`src/rv_defs.svh`:
```
/*
 * RV64I execute core definitions.
 * Data width and the major opcode values used by the decoders.
 */

`ifndef RV_DEFS_SVH
`define RV_DEFS_SVH

`define RV_XLEN 64 // Integer register width.

// Major opcodes ------------------------
`define RV_OPC_LOAD      7'b0000011
`define RV_OPC_STORE     7'b0100011
`define RV_OPC_BRANCH    7'b1100011
`define RV_OPC_OP_IMM    7'b0010011
`define RV_OPC_OP        7'b0110011
`define RV_OPC_OP_IMM_32 7'b0011011
`define RV_OPC_OP_32     7'b0111011
`define RV_OPC_SYSTEM    7'b1110011 // CSR forms only.

`endif

```
`src/rv_pkg.sv`:
```
/*
 * RV64I core package.
 * ALU op groups, ALU control codes, immediate kinds and the
 * instruction word with its R, I and S format views.
 */

`default_nettype none

package rv_pkg;

    typedef enum logic [2:0] {
        ADD_ADDR = 3'b000, // Load and store address.
        SUB_CMP  = 3'b001, // Branch compare.
        INT      = 3'b010, // OP and OP-IMM.
        INT_W    = 3'b011, // 32-bit forms.
        CSR      = 3'b100
    } alu_op_e;

    typedef enum logic [4:0] {
        ADD   = 5'b00000, SUB   = 5'b00001, AND   = 5'b00010, OR    = 5'b00011,
        XOR   = 5'b00100, SLL   = 5'b00101, SLT   = 5'b00110, SLTU  = 5'b00111,
        SRL   = 5'b01000, SRA   = 5'b01001,
        ADDW  = 5'b01010, SUBW  = 5'b01011, SLLW  = 5'b01100, SRLW  = 5'b01101,
        SRAW  = 5'b01110, ADDIW = 5'b01111,
        CSRRW = 5'b10000, CSRRS = 5'b10001, CSRRC = 5'b10010
    } alu_ctrl_e;

    typedef enum logic [1:0] {
        I, S, B,
        ZIMM // Zero-extended rs1 field.
    } imm_kind_e;

    // Same 32 bits, read per format.
    typedef union packed {
        struct packed {
            logic [6:0] funct7;
            logic [4:0] rs2;
            logic [4:0] rs1;
            logic [2:0] funct3;
            logic [4:0] rd;
            logic [6:0] opcode;
        } r;
        struct packed {
            logic [11:0] imm12;
            logic [4:0]  rs1;
            logic [2:0]  funct3;
            logic [4:0]  rd;
            logic [6:0]  opcode;
        } i;
        struct packed {
            logic [6:0] imm_hi; // Also B imm[12|10:5].
            logic [4:0] rs2;
            logic [4:0] rs1;
            logic [2:0] funct3;
            logic [4:0] imm_lo; // Also B imm[4:1|11].
            logic [6:0] opcode;
        } s;
    } instr_u;

endpackage

`default_nettype wire

```
`src/exec_ctrl_if.sv`:
```
/*
 * Decode to execute link.
 * Registered control and operands of one instruction.
 */

`default_nettype none
`include "rv_defs.svh"

interface exec_ctrl_if;
    logic                  valid;     // One item per high cycle.
    rv_pkg::alu_ctrl_e     alu_ctrl;
    logic [`RV_XLEN-1:0]   op_a;
    logic [`RV_XLEN-1:0]   op_b;
    logic [`RV_XLEN-1:0]   csr_rdata; // Old CSR value.
    logic [4:0]            rd_addr;
    logic                  reg_write;
    logic                  csr_write;
    logic                  illegal;

    modport src (output valid, alu_ctrl, op_a, op_b, csr_rdata,
                 rd_addr, reg_write, csr_write, illegal);
    modport dst (input  valid, alu_ctrl, op_a, op_b, csr_rdata,
                 rd_addr, reg_write, csr_write, illegal);
endinterface

`default_nettype wire

```
`src/alu_decoder.sv`:
```
/*
 * ALU decoder.
 * ALU op group, funct3, funct7[5] and opcode[5] to ALU control.
 */

`default_nettype none

module alu_decoder (
    input  rv_pkg::alu_op_e     i_alu_op,
    input  logic [2:0]          i_func_3,
    input  logic                i_func_7_5,
    input  logic                i_op_5,     // Set for register-register forms.

    output rv_pkg::alu_ctrl_e   o_alu_control,
    output logic                o_illegal_instr
);

    logic [1:0] op_func_7;

    assign op_func_7 = {i_op_5, i_func_7_5};

    always_comb begin
        o_alu_control   = rv_pkg::ADD;
        o_illegal_instr = 1'b0;

        case (i_alu_op)
            rv_pkg::ADD_ADDR: o_alu_control = rv_pkg::ADD; // Load, store.
            rv_pkg::SUB_CMP:  o_alu_control = rv_pkg::SUB; // Branches.

            // Full width ------------------------
            rv_pkg::INT: begin
                case (i_func_3)
                    3'b000: begin
                        if (op_func_7 == 2'b11) o_alu_control = rv_pkg::SUB;
                        else                    o_alu_control = rv_pkg::ADD; // ADDI too.
                    end
                    3'b001: o_alu_control = rv_pkg::SLL;
                    3'b010: o_alu_control = rv_pkg::SLT;
                    3'b011: o_alu_control = rv_pkg::SLTU;
                    3'b100: o_alu_control = rv_pkg::XOR;
                    3'b101: begin
                        if (i_func_7_5) o_alu_control = rv_pkg::SRA;
                        else            o_alu_control = rv_pkg::SRL;
                    end
                    3'b110: o_alu_control = rv_pkg::OR;
                    default: o_alu_control = rv_pkg::AND;
                endcase
            end

            // 32-bit forms ------------------------
            rv_pkg::INT_W: begin
                case (i_func_3)
                    3'b000: begin
                        case (op_func_7)
                            2'b11:   o_alu_control = rv_pkg::SUBW;
                            2'b10:   o_alu_control = rv_pkg::ADDW;
                            default: o_alu_control = rv_pkg::ADDIW;
                        endcase
                    end
                    3'b001: o_alu_control = rv_pkg::SLLW; // SLLW, SLLIW.
                    3'b101: begin
                        if (i_func_7_5) o_alu_control = rv_pkg::SRAW;
                        else            o_alu_control = rv_pkg::SRLW;
                    end
                    default: o_illegal_instr = 1'b1;
                endcase
            end

            // CSR, funct3[2] only picks the operand.
            rv_pkg::CSR: begin
                case (i_func_3[1:0])
                    2'b01:   o_alu_control = rv_pkg::CSRRW;
                    2'b10:   o_alu_control = rv_pkg::CSRRS;
                    2'b11:   o_alu_control = rv_pkg::CSRRC;
                    default: o_illegal_instr = 1'b1; // ECALL, EBREAK space.
                endcase
            end

            default: o_illegal_instr = 1'b1;
        endcase
    end

endmodule

`default_nettype wire

```
`src/decode_stage.sv`:
```
/*
 * Decode stage.
 * Splits the word, builds the immediate, picks operands and
 * registers the item into the execute link.
 */

`default_nettype none
`include "rv_defs.svh"

module decode_stage (
    input  logic                i_clk,
    input  logic                i_rst,
    input  logic                i_valid,
    input  rv_pkg::instr_u      i_instr,
    input  logic [`RV_XLEN-1:0] i_rs1_data,
    input  logic [`RV_XLEN-1:0] i_rs2_data,
    input  logic [`RV_XLEN-1:0] i_csr_rdata,

    exec_ctrl_if.src            o_ctrl
);

    rv_pkg::alu_op_e     alu_op;
    rv_pkg::imm_kind_e   imm_kind;
    rv_pkg::alu_ctrl_e   alu_ctrl;
    logic                src_imm;
    logic                reg_write;
    logic                csr_write;
    logic                main_illegal;
    logic                alu_illegal;
    logic                illegal;
    logic [`RV_XLEN-1:0] imm;

    main_decoder u_main_dec (
        .i_opcode    (i_instr.r.opcode),
        .o_alu_op    (alu_op),
        .o_imm_kind  (imm_kind),
        .o_src_imm   (src_imm),
        .o_reg_write (reg_write),
        .o_csr_write (csr_write),
        .o_illegal   (main_illegal)
    );

    alu_decoder u_alu_dec (
        .i_alu_op        (alu_op),
        .i_func_3        (i_instr.r.funct3),
        .i_func_7_5      (i_instr.r.funct7[5]),
        .i_op_5          (i_instr.r.opcode[5]),
        .o_alu_control   (alu_ctrl),
        .o_illegal_instr (alu_illegal)
    );

    assign illegal = main_illegal | alu_illegal;

    // Immediate ------------------------
    always_comb begin
        case (imm_kind)
            rv_pkg::I: imm = {{(`RV_XLEN-12){i_instr.i.imm12[11]}}, i_instr.i.imm12};
            rv_pkg::S: imm = {{(`RV_XLEN-12){i_instr.s.imm_hi[6]}},
                              i_instr.s.imm_hi, i_instr.s.imm_lo};
            rv_pkg::B: imm = {{(`RV_XLEN-13){i_instr.s.imm_hi[6]}}, i_instr.s.imm_hi[6],
                              i_instr.s.imm_lo[0], i_instr.s.imm_hi[5:0],
                              i_instr.s.imm_lo[4:1], 1'b0};
            default:   imm = {{(`RV_XLEN-5){1'b0}}, i_instr.i.rs1}; // CSR uimm.
        endcase
    end

    // Control, cleared on reset.
    always_ff @(posedge i_clk) begin
        if (i_rst) begin
            o_ctrl.valid     <= 1'b0;
            o_ctrl.reg_write <= 1'b0;
            o_ctrl.csr_write <= 1'b0;
            o_ctrl.illegal   <= 1'b0;
        end else begin
            o_ctrl.valid     <= i_valid;
            o_ctrl.reg_write <= i_valid & reg_write & ~illegal & (i_instr.r.rd != 5'd0);
            o_ctrl.csr_write <= i_valid & csr_write & ~illegal;
            o_ctrl.illegal   <= i_valid & illegal;
        end
    end

    // Payload.
    always_ff @(posedge i_clk) begin
        o_ctrl.alu_ctrl  <= alu_ctrl;
        o_ctrl.op_a      <= (alu_op == rv_pkg::CSR && i_instr.r.funct3[2]) ? imm : i_rs1_data;
        o_ctrl.op_b      <= src_imm ? imm : i_rs2_data;
        o_ctrl.csr_rdata <= i_csr_rdata;
        o_ctrl.rd_addr   <= i_instr.r.rd;
    end

endmodule

`default_nettype wire

```
`src/execute_unit.sv`:
```
/*
 * Execute unit.
 * 64-bit ALU with the 32-bit W forms and CSR read-modify-write,
 * all results registered.
 */

`default_nettype none
`include "rv_defs.svh"

module execute_unit (
    input  logic                i_clk,
    input  logic                i_rst,
    exec_ctrl_if.dst            i_ctrl,

    output logic                o_valid,
    output logic [`RV_XLEN-1:0] o_result,
    output logic [4:0]          o_rd_addr,
    output logic                o_reg_write,
    output logic [`RV_XLEN-1:0] o_csr_wdata,
    output logic                o_csr_write,
    output logic                o_illegal
);

    logic [`RV_XLEN-1:0] op_a;
    logic [`RV_XLEN-1:0] op_b;
    logic [5:0]          shamt;     // Full width shift amount.
    logic [4:0]          shamt_w;   // W shift amount.
    logic [31:0]         add_w;     // ADDW and ADDIW.
    logic [31:0]         w_res;
    logic [`RV_XLEN-1:0] alu_res;
    logic [`RV_XLEN-1:0] csr_wdata;

    assign op_a    = i_ctrl.op_a;
    assign op_b    = i_ctrl.op_b;
    assign shamt   = op_b[5:0];
    assign shamt_w = op_b[4:0];
    assign add_w   = op_a[31:0] + op_b[31:0];

    // 32-bit forms ------------------------
    always_comb begin
        case (i_ctrl.alu_ctrl)
            rv_pkg::SUBW: w_res = op_a[31:0] - op_b[31:0];
            rv_pkg::SLLW: w_res = op_a[31:0] << shamt_w;
            rv_pkg::SRLW: w_res = op_a[31:0] >> shamt_w;
            rv_pkg::SRAW: w_res = $signed(op_a[31:0]) >>> shamt_w;
            default:      w_res = add_w; // ADDW, ADDIW.
        endcase
    end

    // Main ALU ------------------------
    always_comb begin
        case (i_ctrl.alu_ctrl)
            rv_pkg::ADD:  alu_res = op_a + op_b;
            rv_pkg::SUB:  alu_res = op_a - op_b;
            rv_pkg::AND:  alu_res = op_a & op_b;
            rv_pkg::OR:   alu_res = op_a | op_b;
            rv_pkg::XOR:  alu_res = op_a ^ op_b;
            rv_pkg::SLL:  alu_res = op_a << shamt;
            rv_pkg::SLT:  alu_res = {{(`RV_XLEN-1){1'b0}}, $signed(op_a) < $signed(op_b)};
            rv_pkg::SLTU: alu_res = {{(`RV_XLEN-1){1'b0}}, op_a < op_b};
            rv_pkg::SRL:  alu_res = op_a >> shamt;
            rv_pkg::SRA:  alu_res = $signed(op_a) >>> shamt;
            rv_pkg::ADDW, rv_pkg::SUBW, rv_pkg::SLLW, rv_pkg::SRLW, rv_pkg::SRAW,
            rv_pkg::ADDIW:
                alu_res = {{(`RV_XLEN-32){w_res[31]}}, w_res}; // Sign-extend.
            rv_pkg::CSRRW, rv_pkg::CSRRS, rv_pkg::CSRRC:
                alu_res = i_ctrl.csr_rdata; // rd gets the old CSR.
            default: alu_res = '0;
        endcase
    end

    // New CSR value, op_a is rs1 or uimm.
    always_comb begin
        case (i_ctrl.alu_ctrl)
            rv_pkg::CSRRS: csr_wdata = i_ctrl.csr_rdata | op_a;
            rv_pkg::CSRRC: csr_wdata = i_ctrl.csr_rdata & ~op_a;
            default:       csr_wdata = op_a; // CSRRW.
        endcase
    end

    // Output register ------------------------
    always_ff @(posedge i_clk) begin
        if (i_rst) begin
            o_valid     <= 1'b0;
            o_reg_write <= 1'b0;
            o_csr_write <= 1'b0;
            o_illegal   <= 1'b0;
        end else begin
            o_valid     <= i_ctrl.valid;
            o_reg_write <= i_ctrl.reg_write;
            o_csr_write <= i_ctrl.csr_write;
            o_illegal   <= i_ctrl.illegal;
        end
    end

    always_ff @(posedge i_clk) begin
        o_result    <= i_ctrl.illegal ? '0 : alu_res; // Zero for illegal.
        o_rd_addr   <= i_ctrl.rd_addr;
        o_csr_wdata <= csr_wdata;
    end

endmodule

`default_nettype wire

```
`src/main_decoder.sv`:
```
/*
 * Main decoder.
 * Opcode to ALU op group, immediate kind, operand source and writes.
 */

`default_nettype none
`include "rv_defs.svh"

module main_decoder (
    input  logic [6:0]          i_opcode,

    output rv_pkg::alu_op_e     o_alu_op,
    output rv_pkg::imm_kind_e   o_imm_kind,
    output logic                o_src_imm,   // Operand B from immediate.
    output logic                o_reg_write,
    output logic                o_csr_write,
    output logic                o_illegal
);

    always_comb begin
        o_alu_op    = rv_pkg::ADD_ADDR;
        o_imm_kind  = rv_pkg::I;
        o_src_imm   = 1'b0;
        o_reg_write = 1'b0;
        o_csr_write = 1'b0;
        o_illegal   = 1'b0;

        case (i_opcode)
            `RV_OPC_LOAD: begin
                o_src_imm   = 1'b1; // rs1 + imm.
                o_reg_write = 1'b1;
            end
            `RV_OPC_STORE: begin
                o_imm_kind  = rv_pkg::S;
                o_src_imm   = 1'b1;
            end
            `RV_OPC_BRANCH: begin
                o_alu_op    = rv_pkg::SUB_CMP; // rs1 - rs2, no write.
                o_imm_kind  = rv_pkg::B;
            end
            `RV_OPC_OP_IMM: begin
                o_alu_op    = rv_pkg::INT;
                o_src_imm   = 1'b1;
                o_reg_write = 1'b1;
            end
            `RV_OPC_OP: begin
                o_alu_op    = rv_pkg::INT;
                o_reg_write = 1'b1;
            end
            `RV_OPC_OP_IMM_32: begin
                o_alu_op    = rv_pkg::INT_W;
                o_src_imm   = 1'b1;
                o_reg_write = 1'b1;
            end
            `RV_OPC_OP_32: begin
                o_alu_op    = rv_pkg::INT_W;
                o_reg_write = 1'b1;
            end
            `RV_OPC_SYSTEM: begin
                o_alu_op    = rv_pkg::CSR;
                o_imm_kind  = rv_pkg::ZIMM; // Used by the I variants.
                o_reg_write = 1'b1;
                o_csr_write = 1'b1;
            end
            default: o_illegal = 1'b1; // LUI, AUIPC, JAL, JALR and the rest.
        endcase
    end

endmodule

`default_nettype wire

```
`src/rv_exec_top.sv`:
```
/*
 * RV64I decode and execute top.
 * Decode stage and execute unit joined by the control link;
 * results leave 2 cycles after the input strobe.
 */

`default_nettype none
`include "rv_defs.svh"

module rv_exec_top (
    input  logic                i_clk,
    input  logic                i_rst,
    input  logic                i_valid,     // One-cycle strobe.
    input  logic [31:0]         i_instr,
    input  logic [`RV_XLEN-1:0] i_rs1_data,
    input  logic [`RV_XLEN-1:0] i_rs2_data,
    input  logic [`RV_XLEN-1:0] i_csr_rdata,

    output logic                o_valid,
    output logic [`RV_XLEN-1:0] o_result,
    output logic [4:0]          o_rd_addr,
    output logic                o_reg_write,
    output logic [`RV_XLEN-1:0] o_csr_wdata,
    output logic                o_csr_write,
    output logic                o_illegal
);

    exec_ctrl_if u_ctrl_if ();

    decode_stage u_decode (
        .i_clk       (i_clk),
        .i_rst       (i_rst),
        .i_valid     (i_valid),
        .i_instr     (i_instr),
        .i_rs1_data  (i_rs1_data),
        .i_rs2_data  (i_rs2_data),
        .i_csr_rdata (i_csr_rdata),
        .o_ctrl      (u_ctrl_if.src)
    );

    execute_unit u_execute (
        .i_clk       (i_clk),
        .i_rst       (i_rst),
        .i_ctrl      (u_ctrl_if.dst),
        .o_valid     (o_valid),
        .o_result    (o_result),
        .o_rd_addr   (o_rd_addr),
        .o_reg_write (o_reg_write),
        .o_csr_wdata (o_csr_wdata),
        .o_csr_write (o_csr_write),
        .o_illegal   (o_illegal)
    );

endmodule

`default_nettype wire

```
`config.mk`:
```
export PLATFORM = sky130hd
export DESIGN_NAME = rv_exec_top
export DESIGN_NICKNAME = d
export VERILOG_FILES = /design/src/rv_pkg.sv /design/src/exec_ctrl_if.sv /design/src/alu_decoder.sv /design/src/decode_stage.sv /design/src/execute_unit.sv /design/src/main_decoder.sv /design/src/rv_exec_top.sv
export VERILOG_INCLUDE_DIRS = /design/src /design/src/src
export SDC_FILE = /design/constraint.sdc
export NUM_CORES = 2
export LEC_CHECK = 0
export BUFFER_PORTS_ARGS = -buffer_cell sky130_fd_sc_hd__buf_2
export CAP_MARGIN = 20
export CELL_PAD_IN_SITES_DETAIL_PLACEMENT = 0
export CELL_PAD_IN_SITES_GLOBAL_PLACEMENT = 2
export CORE_ASPECT_RATIO = 1.75
export CORE_MARGIN = 2
export CORE_UTILIZATION = 35
export DETAILED_ROUTE_END_ITERATION = 8
export GPL_TIMING_DRIVEN = 0
export PLACE_DENSITY = 0.89
export SYNTH_ARGS = -nofsm -noshare
export SYNTH_HDL_FRONTEND = slang
export SYNTH_SLANG_ARGS = --single-unit
```
`constraint.sdc`:
```
create_clock -name i_clk -period 11.63 [get_ports i_clk]
set_input_delay 2.9075 -clock i_clk [delete_from_list [all_inputs] [get_ports i_clk]]
set_output_delay 2.9075 -clock i_clk [all_outputs]
set_load 0.02 [all_outputs]
```
==> metrics, run 1 <==
post-synthesis sequential area ratio=around a fifth; Yosys reg bits=343; CTS Buffer Depth=3; Mapped Cells=4544; total gr overflow=92; Die H=about 400 um; synth cell count leaders=499 x nand2_1, 487 x a21oi_1, 451 x nor2_1; DP HPWL=220000 um; post-synthesis async set-or-reset flop share=0%; Tot GR Track Use=61.8%; YS warnings=0; post-synth cell types=85; leading cell type by number of instances after synthesis=nand2_1; status=aborted with a tool error; vias in the first global route=approximately 45000; EDFF count, synth=0; Post-CTS Hold Buffers=0; RePlAce Congestion=1.23; Failed at=global routing; Mapped Area=roughly 0.032 mm2; Area contributors post-synth=dfxtp_1 21%, ha_1 8.6%, a21oi_1 7.5%; Clock Sinks=roughly 340; largest net degree at the start of global routing=17; Run Error=[ERROR GRT-0116] Global routing finished with congestion. Check the congestion regions in the DRC Viewer.; Buffers on Ports=approximately 360; buffer count from post-CTS setup fixing=0; Resized cells post-CTS=0; placed cell count=about 6100; Max H-tree Level=1; die span in x=between 200 and 250 um; Net Count, Synth=about 5000; initial core utilization=35.3%; Num CTS Buffers=31; syn_area_per_cell=~7.2 um2; predominant post-synthesis flop cell=dfxtp_1; CTS root buf=clkbuf_16; post-synth top area cell=dfxtp_1; Synth top area share=21.1%; # rows=147; I/O pin count=roughly 360; global-route wire length before repair=about 410000 um
-- through the flow --
step	area, um2	hold slack (ps)	setup WS, ps	util, %
detailed placement	36200	316	740	39.4
CTS	37300	331	762	40.5
global placement	35800	310	683	38.9
floorplan	32500	310	5540	-
-- metal layers --
layer,GRT usage (%),overflow
met1,62.7,0
met4,62.9,34
met3,35.8,1
met2,85.1,57
met5,2.08,0
-- cell families after synthesis --
logic type	synth area share, %
AOI/OAI and AO/OA	32.6
xor gates and xnor gates	2.24
adders and majority gates	8.81
buffers and inverters	6.62
DFF	21.1
muxes	9.02
and+or+nand+nor	19.6
==> run 2: changes to the inputs <==
--- a/config.mk
+++ b/config.mk
@@ -8,14 +8,11 @@
 export LEC_CHECK = 0
 export BUFFER_PORTS_ARGS = -buffer_cell sky130_fd_sc_hd__buf_2
 export CAP_MARGIN = 20
-export CELL_PAD_IN_SITES_DETAIL_PLACEMENT = 0
-export CELL_PAD_IN_SITES_GLOBAL_PLACEMENT = 2
-export CORE_ASPECT_RATIO = 1.75
 export CORE_MARGIN = 2
-export CORE_UTILIZATION = 35
+export CORE_UTILIZATION = 20
 export DETAILED_ROUTE_END_ITERATION = 8
 export GPL_TIMING_DRIVEN = 0
-export PLACE_DENSITY = 0.89
+export PLACE_DENSITY_LB_ADDON = 0.15
 export SYNTH_ARGS = -nofsm -noshare
 export SYNTH_HDL_FRONTEND = slang
 export SYNTH_SLANG_ARGS = --single-unit
==> metrics, run 2 <==
status=finished clean; Max-slew headroom=under 10%; Layout Utilization=around 24%; syn_area_per_cell=7.15 um2 (unchanged); Buffers on Ports=359 (unchanged); global-route wire length before repair=375000 um; Tot GR Track Use=about a third; Min Clock Period, post-route=between 10000 and 15000 ps; I/O pin count=364 (unchanged); Mapped Area=0.0325 mm2 (unchanged); synth cell count leaders=499 x nand2_1, 487 x a21oi_1, 451 x nor2_1; Num CTS Buffers=42 (+35%); DP HPWL=237000 um (+7.8%); via count=about 42000; YS warnings=0 (unchanged); Worst VDD drop=122 uV; Post-CTS Hold Buffers=0 (unchanged); First-pass DRT Iterations=6; Clock Latency Late Sink=about 630 ps; commonest non-fill, non-tap cells in the layout=498 x nand2_1, 486 x a21oi_1, 448 x nor2_1; setup TNS=0 ps; Final nets=between 5000 and 6000; number of antenna violations at the first check in global routing=26; Tcrit/Tclk final=between 90% and 100%; placed cell count=7114 (+16%); Area contributors post-synth=dfxtp_1 21%, ha_1 8.6%, a21oi_1 7.5%; largest net degree at the start of global routing=13; initial drt markers=5891; Critical Path AT=~12000 ps; most common cell after layout, fill and taps aside=nand2_1; EDFF count, synth=0 (unchanged); post-synthesis sequential area ratio=21.1% (unchanged); post-synthesis async set-or-reset flop share=0% (unchanged); leading cell type by number of instances after synthesis=nand2_1; PD cells=~120 mW/mm2; Crit. End Element=flop; # DRC=0; Clock Sinks=343 (unchanged); RePlAce Congestion=1.11 (-9.6%); FF+latch area=slightly below 0.007 mm2; r2r endpoint=u_execute.o_result[61]; buffer count from post-CTS setup fixing=0 (unchanged); leakage=16.2 nW; fmax=slightly below 90 MHz; design area=just under 0.04 mm2; Hold EP=u_execute.o_rd_addr[0]; Net Count, Synth=4998 (unchanged); maxcap violations=0; Worst Reg-to-Reg Cells=25; Tightest Hold Check Type=flop to flop; vias in the first global route=between 30000 and 40000; Area Growth Syn to Fin=20.4%; critical-path cell with the highest stage delay=buf_1; CTS Buffer Depth=3 (unchanged); RSZ-0062 raised after global routing=false; Resized cells post-CTS=0 (unchanged); total gr overflow=0; Core Area=0.161 mm2; Final Hold Fails=0; vias per inst=about 5.8; CTS root buf=clkbuf_16; post-synth top area cell=dfxtp_1; Yosys reg bits=343 (unchanged); area of the multi-input gates=between 0.02 and 0.025 mm2; CP most frequent cell=buf_1; Mapped Cells=4544 (unchanged); average routed wire per standard cell=around 40 um; Worst R2R Setup Slack=about 350 ps; die span in x=407 um (+74%); initial core utilization=20.2% (-15 points); crit start category=flop; Post-DRT Antenna Nets=0; post-synth cell types=85 (unchanged); die area=about 0.17 mm2; Routed Wire Length=around 290000 um; Clock transition at path regs=about 60 ps; critical path type=flop to flop; CTS tree=done; CP peak stage delay=a little under 900 ps; CP top delay family=buffers and inverters; layout cells sized above 1=12.7%; Layout Cells excl Fill=roughly 7200; hold path startpoint=u_decode.o_ctrl.rd_addr[0]; crit path buf inv count=8; Max H-tree Level=2 (+1); Synth top area share=21.1% (unchanged); Clock Skews=~18 ps; dpl cell area=0.0377 mm2 (+4.1%); crit path max fanout=13; count of filler cells inserted in the layout=18300; Critical Path RT=12040 ps; predominant post-synthesis flop cell=dfxtp_1; worst slew pin tran=approximately 1400 ps; Hold Path Depth=0; Die H=407 um (unchanged); # rows=147 (unchanged); Setup-failing EPs final=0; worst r2r src=u_decode.o_ctrl.op_b[1]; Tot Pwr=0.00478 W; max-slew violation count=0
-- run 2: cell counts after synthesis --
No cell type changed its count.
-- run 2: kinds of logic after synthesis --
family | Yosys count | share of synthesized area, %
muxes | 247 | 9.02
and+or+nand+nor | 1417 | 19.6
buffers and inverters | 566 | 6.62
adders and majority gates | 227 | 8.81
AOI/OAI and AO/OA | 1661 | 32.6
DFF | 343 | 21.1
xor gates and xnor gates | 83 | 2.24
-- run 2: worst max-delay path by stage --
stage | cells past startpoint | start | end
3_3_place_gp | 23 | u_decode.o_ctrl.op_b[1] | u_execute.o_result[61]
5_1_grt | 25 | u_decode.o_ctrl.op_b[1] | u_execute.o_result[61]
3_5_place_dp | 25 | u_decode.o_ctrl.op_b[1] | u_execute.o_result[61]
2_1_floorplan | 22 | u_decode.o_ctrl.op_b[1] | u_execute.o_result[45]
4_1_cts | 25 | u_decode.o_ctrl.op_b[1] | u_execute.o_result[61]
6_report | 25 | u_decode.o_ctrl.op_b[1] | u_execute.o_result[61]
-- run 2: through the flow --
| step | hold WS [ps] | setup slack, ps |
|---|---|---|
| final | 325 | 351 |
| after detailed placement | 317 | 602 |
| after floorplan | 310 | 5540 |
| after global routing | 328 | 210 |
| after global placement | 311 | -648 |
| after CTS | 324 | 566 |
-- run 2: where the power goes --
part | internal [W] | leakage, nW | switching, W
logic | 0.000571 | 12.7 | 0.00152
registers | 0.00127 | 2.89 | 0.000116
clock network | 0.000738 | 0.642 | 0.000558
total | 0.00258 | 16.2 | 0.00219
-- run 2: per-layer routing --
layer	part of all wire (%)	GRT usage (%)	vias up	wire [um]
met5	0.022	0	-	64
met4	7.6	20.3	10	21800
met3	9.2	7.58	606	26500
met2	41	48.7	2769	118000
met1	42	43.4	21000	121000
li1	-	-	17500	-
-- run 2: cell type report --
| cell class | count | area share, % |
|---|---|---|
| clock buffer | 56 | 3.03 |
| sequential | 343 | 17.6 |
| timing repair buffer | 414 | 6.40 |
| inverter | 229 | 2.20 |
| tap | 2160 | 6.91 |
| antenna | 13 | 0.0832 |
| buffer | 337 | 3.36 |
| clock inverter | 16 | 0.352 |
| multi-input combinational | 3635 | 60.1 |
(Power assumes the default switching activity.)
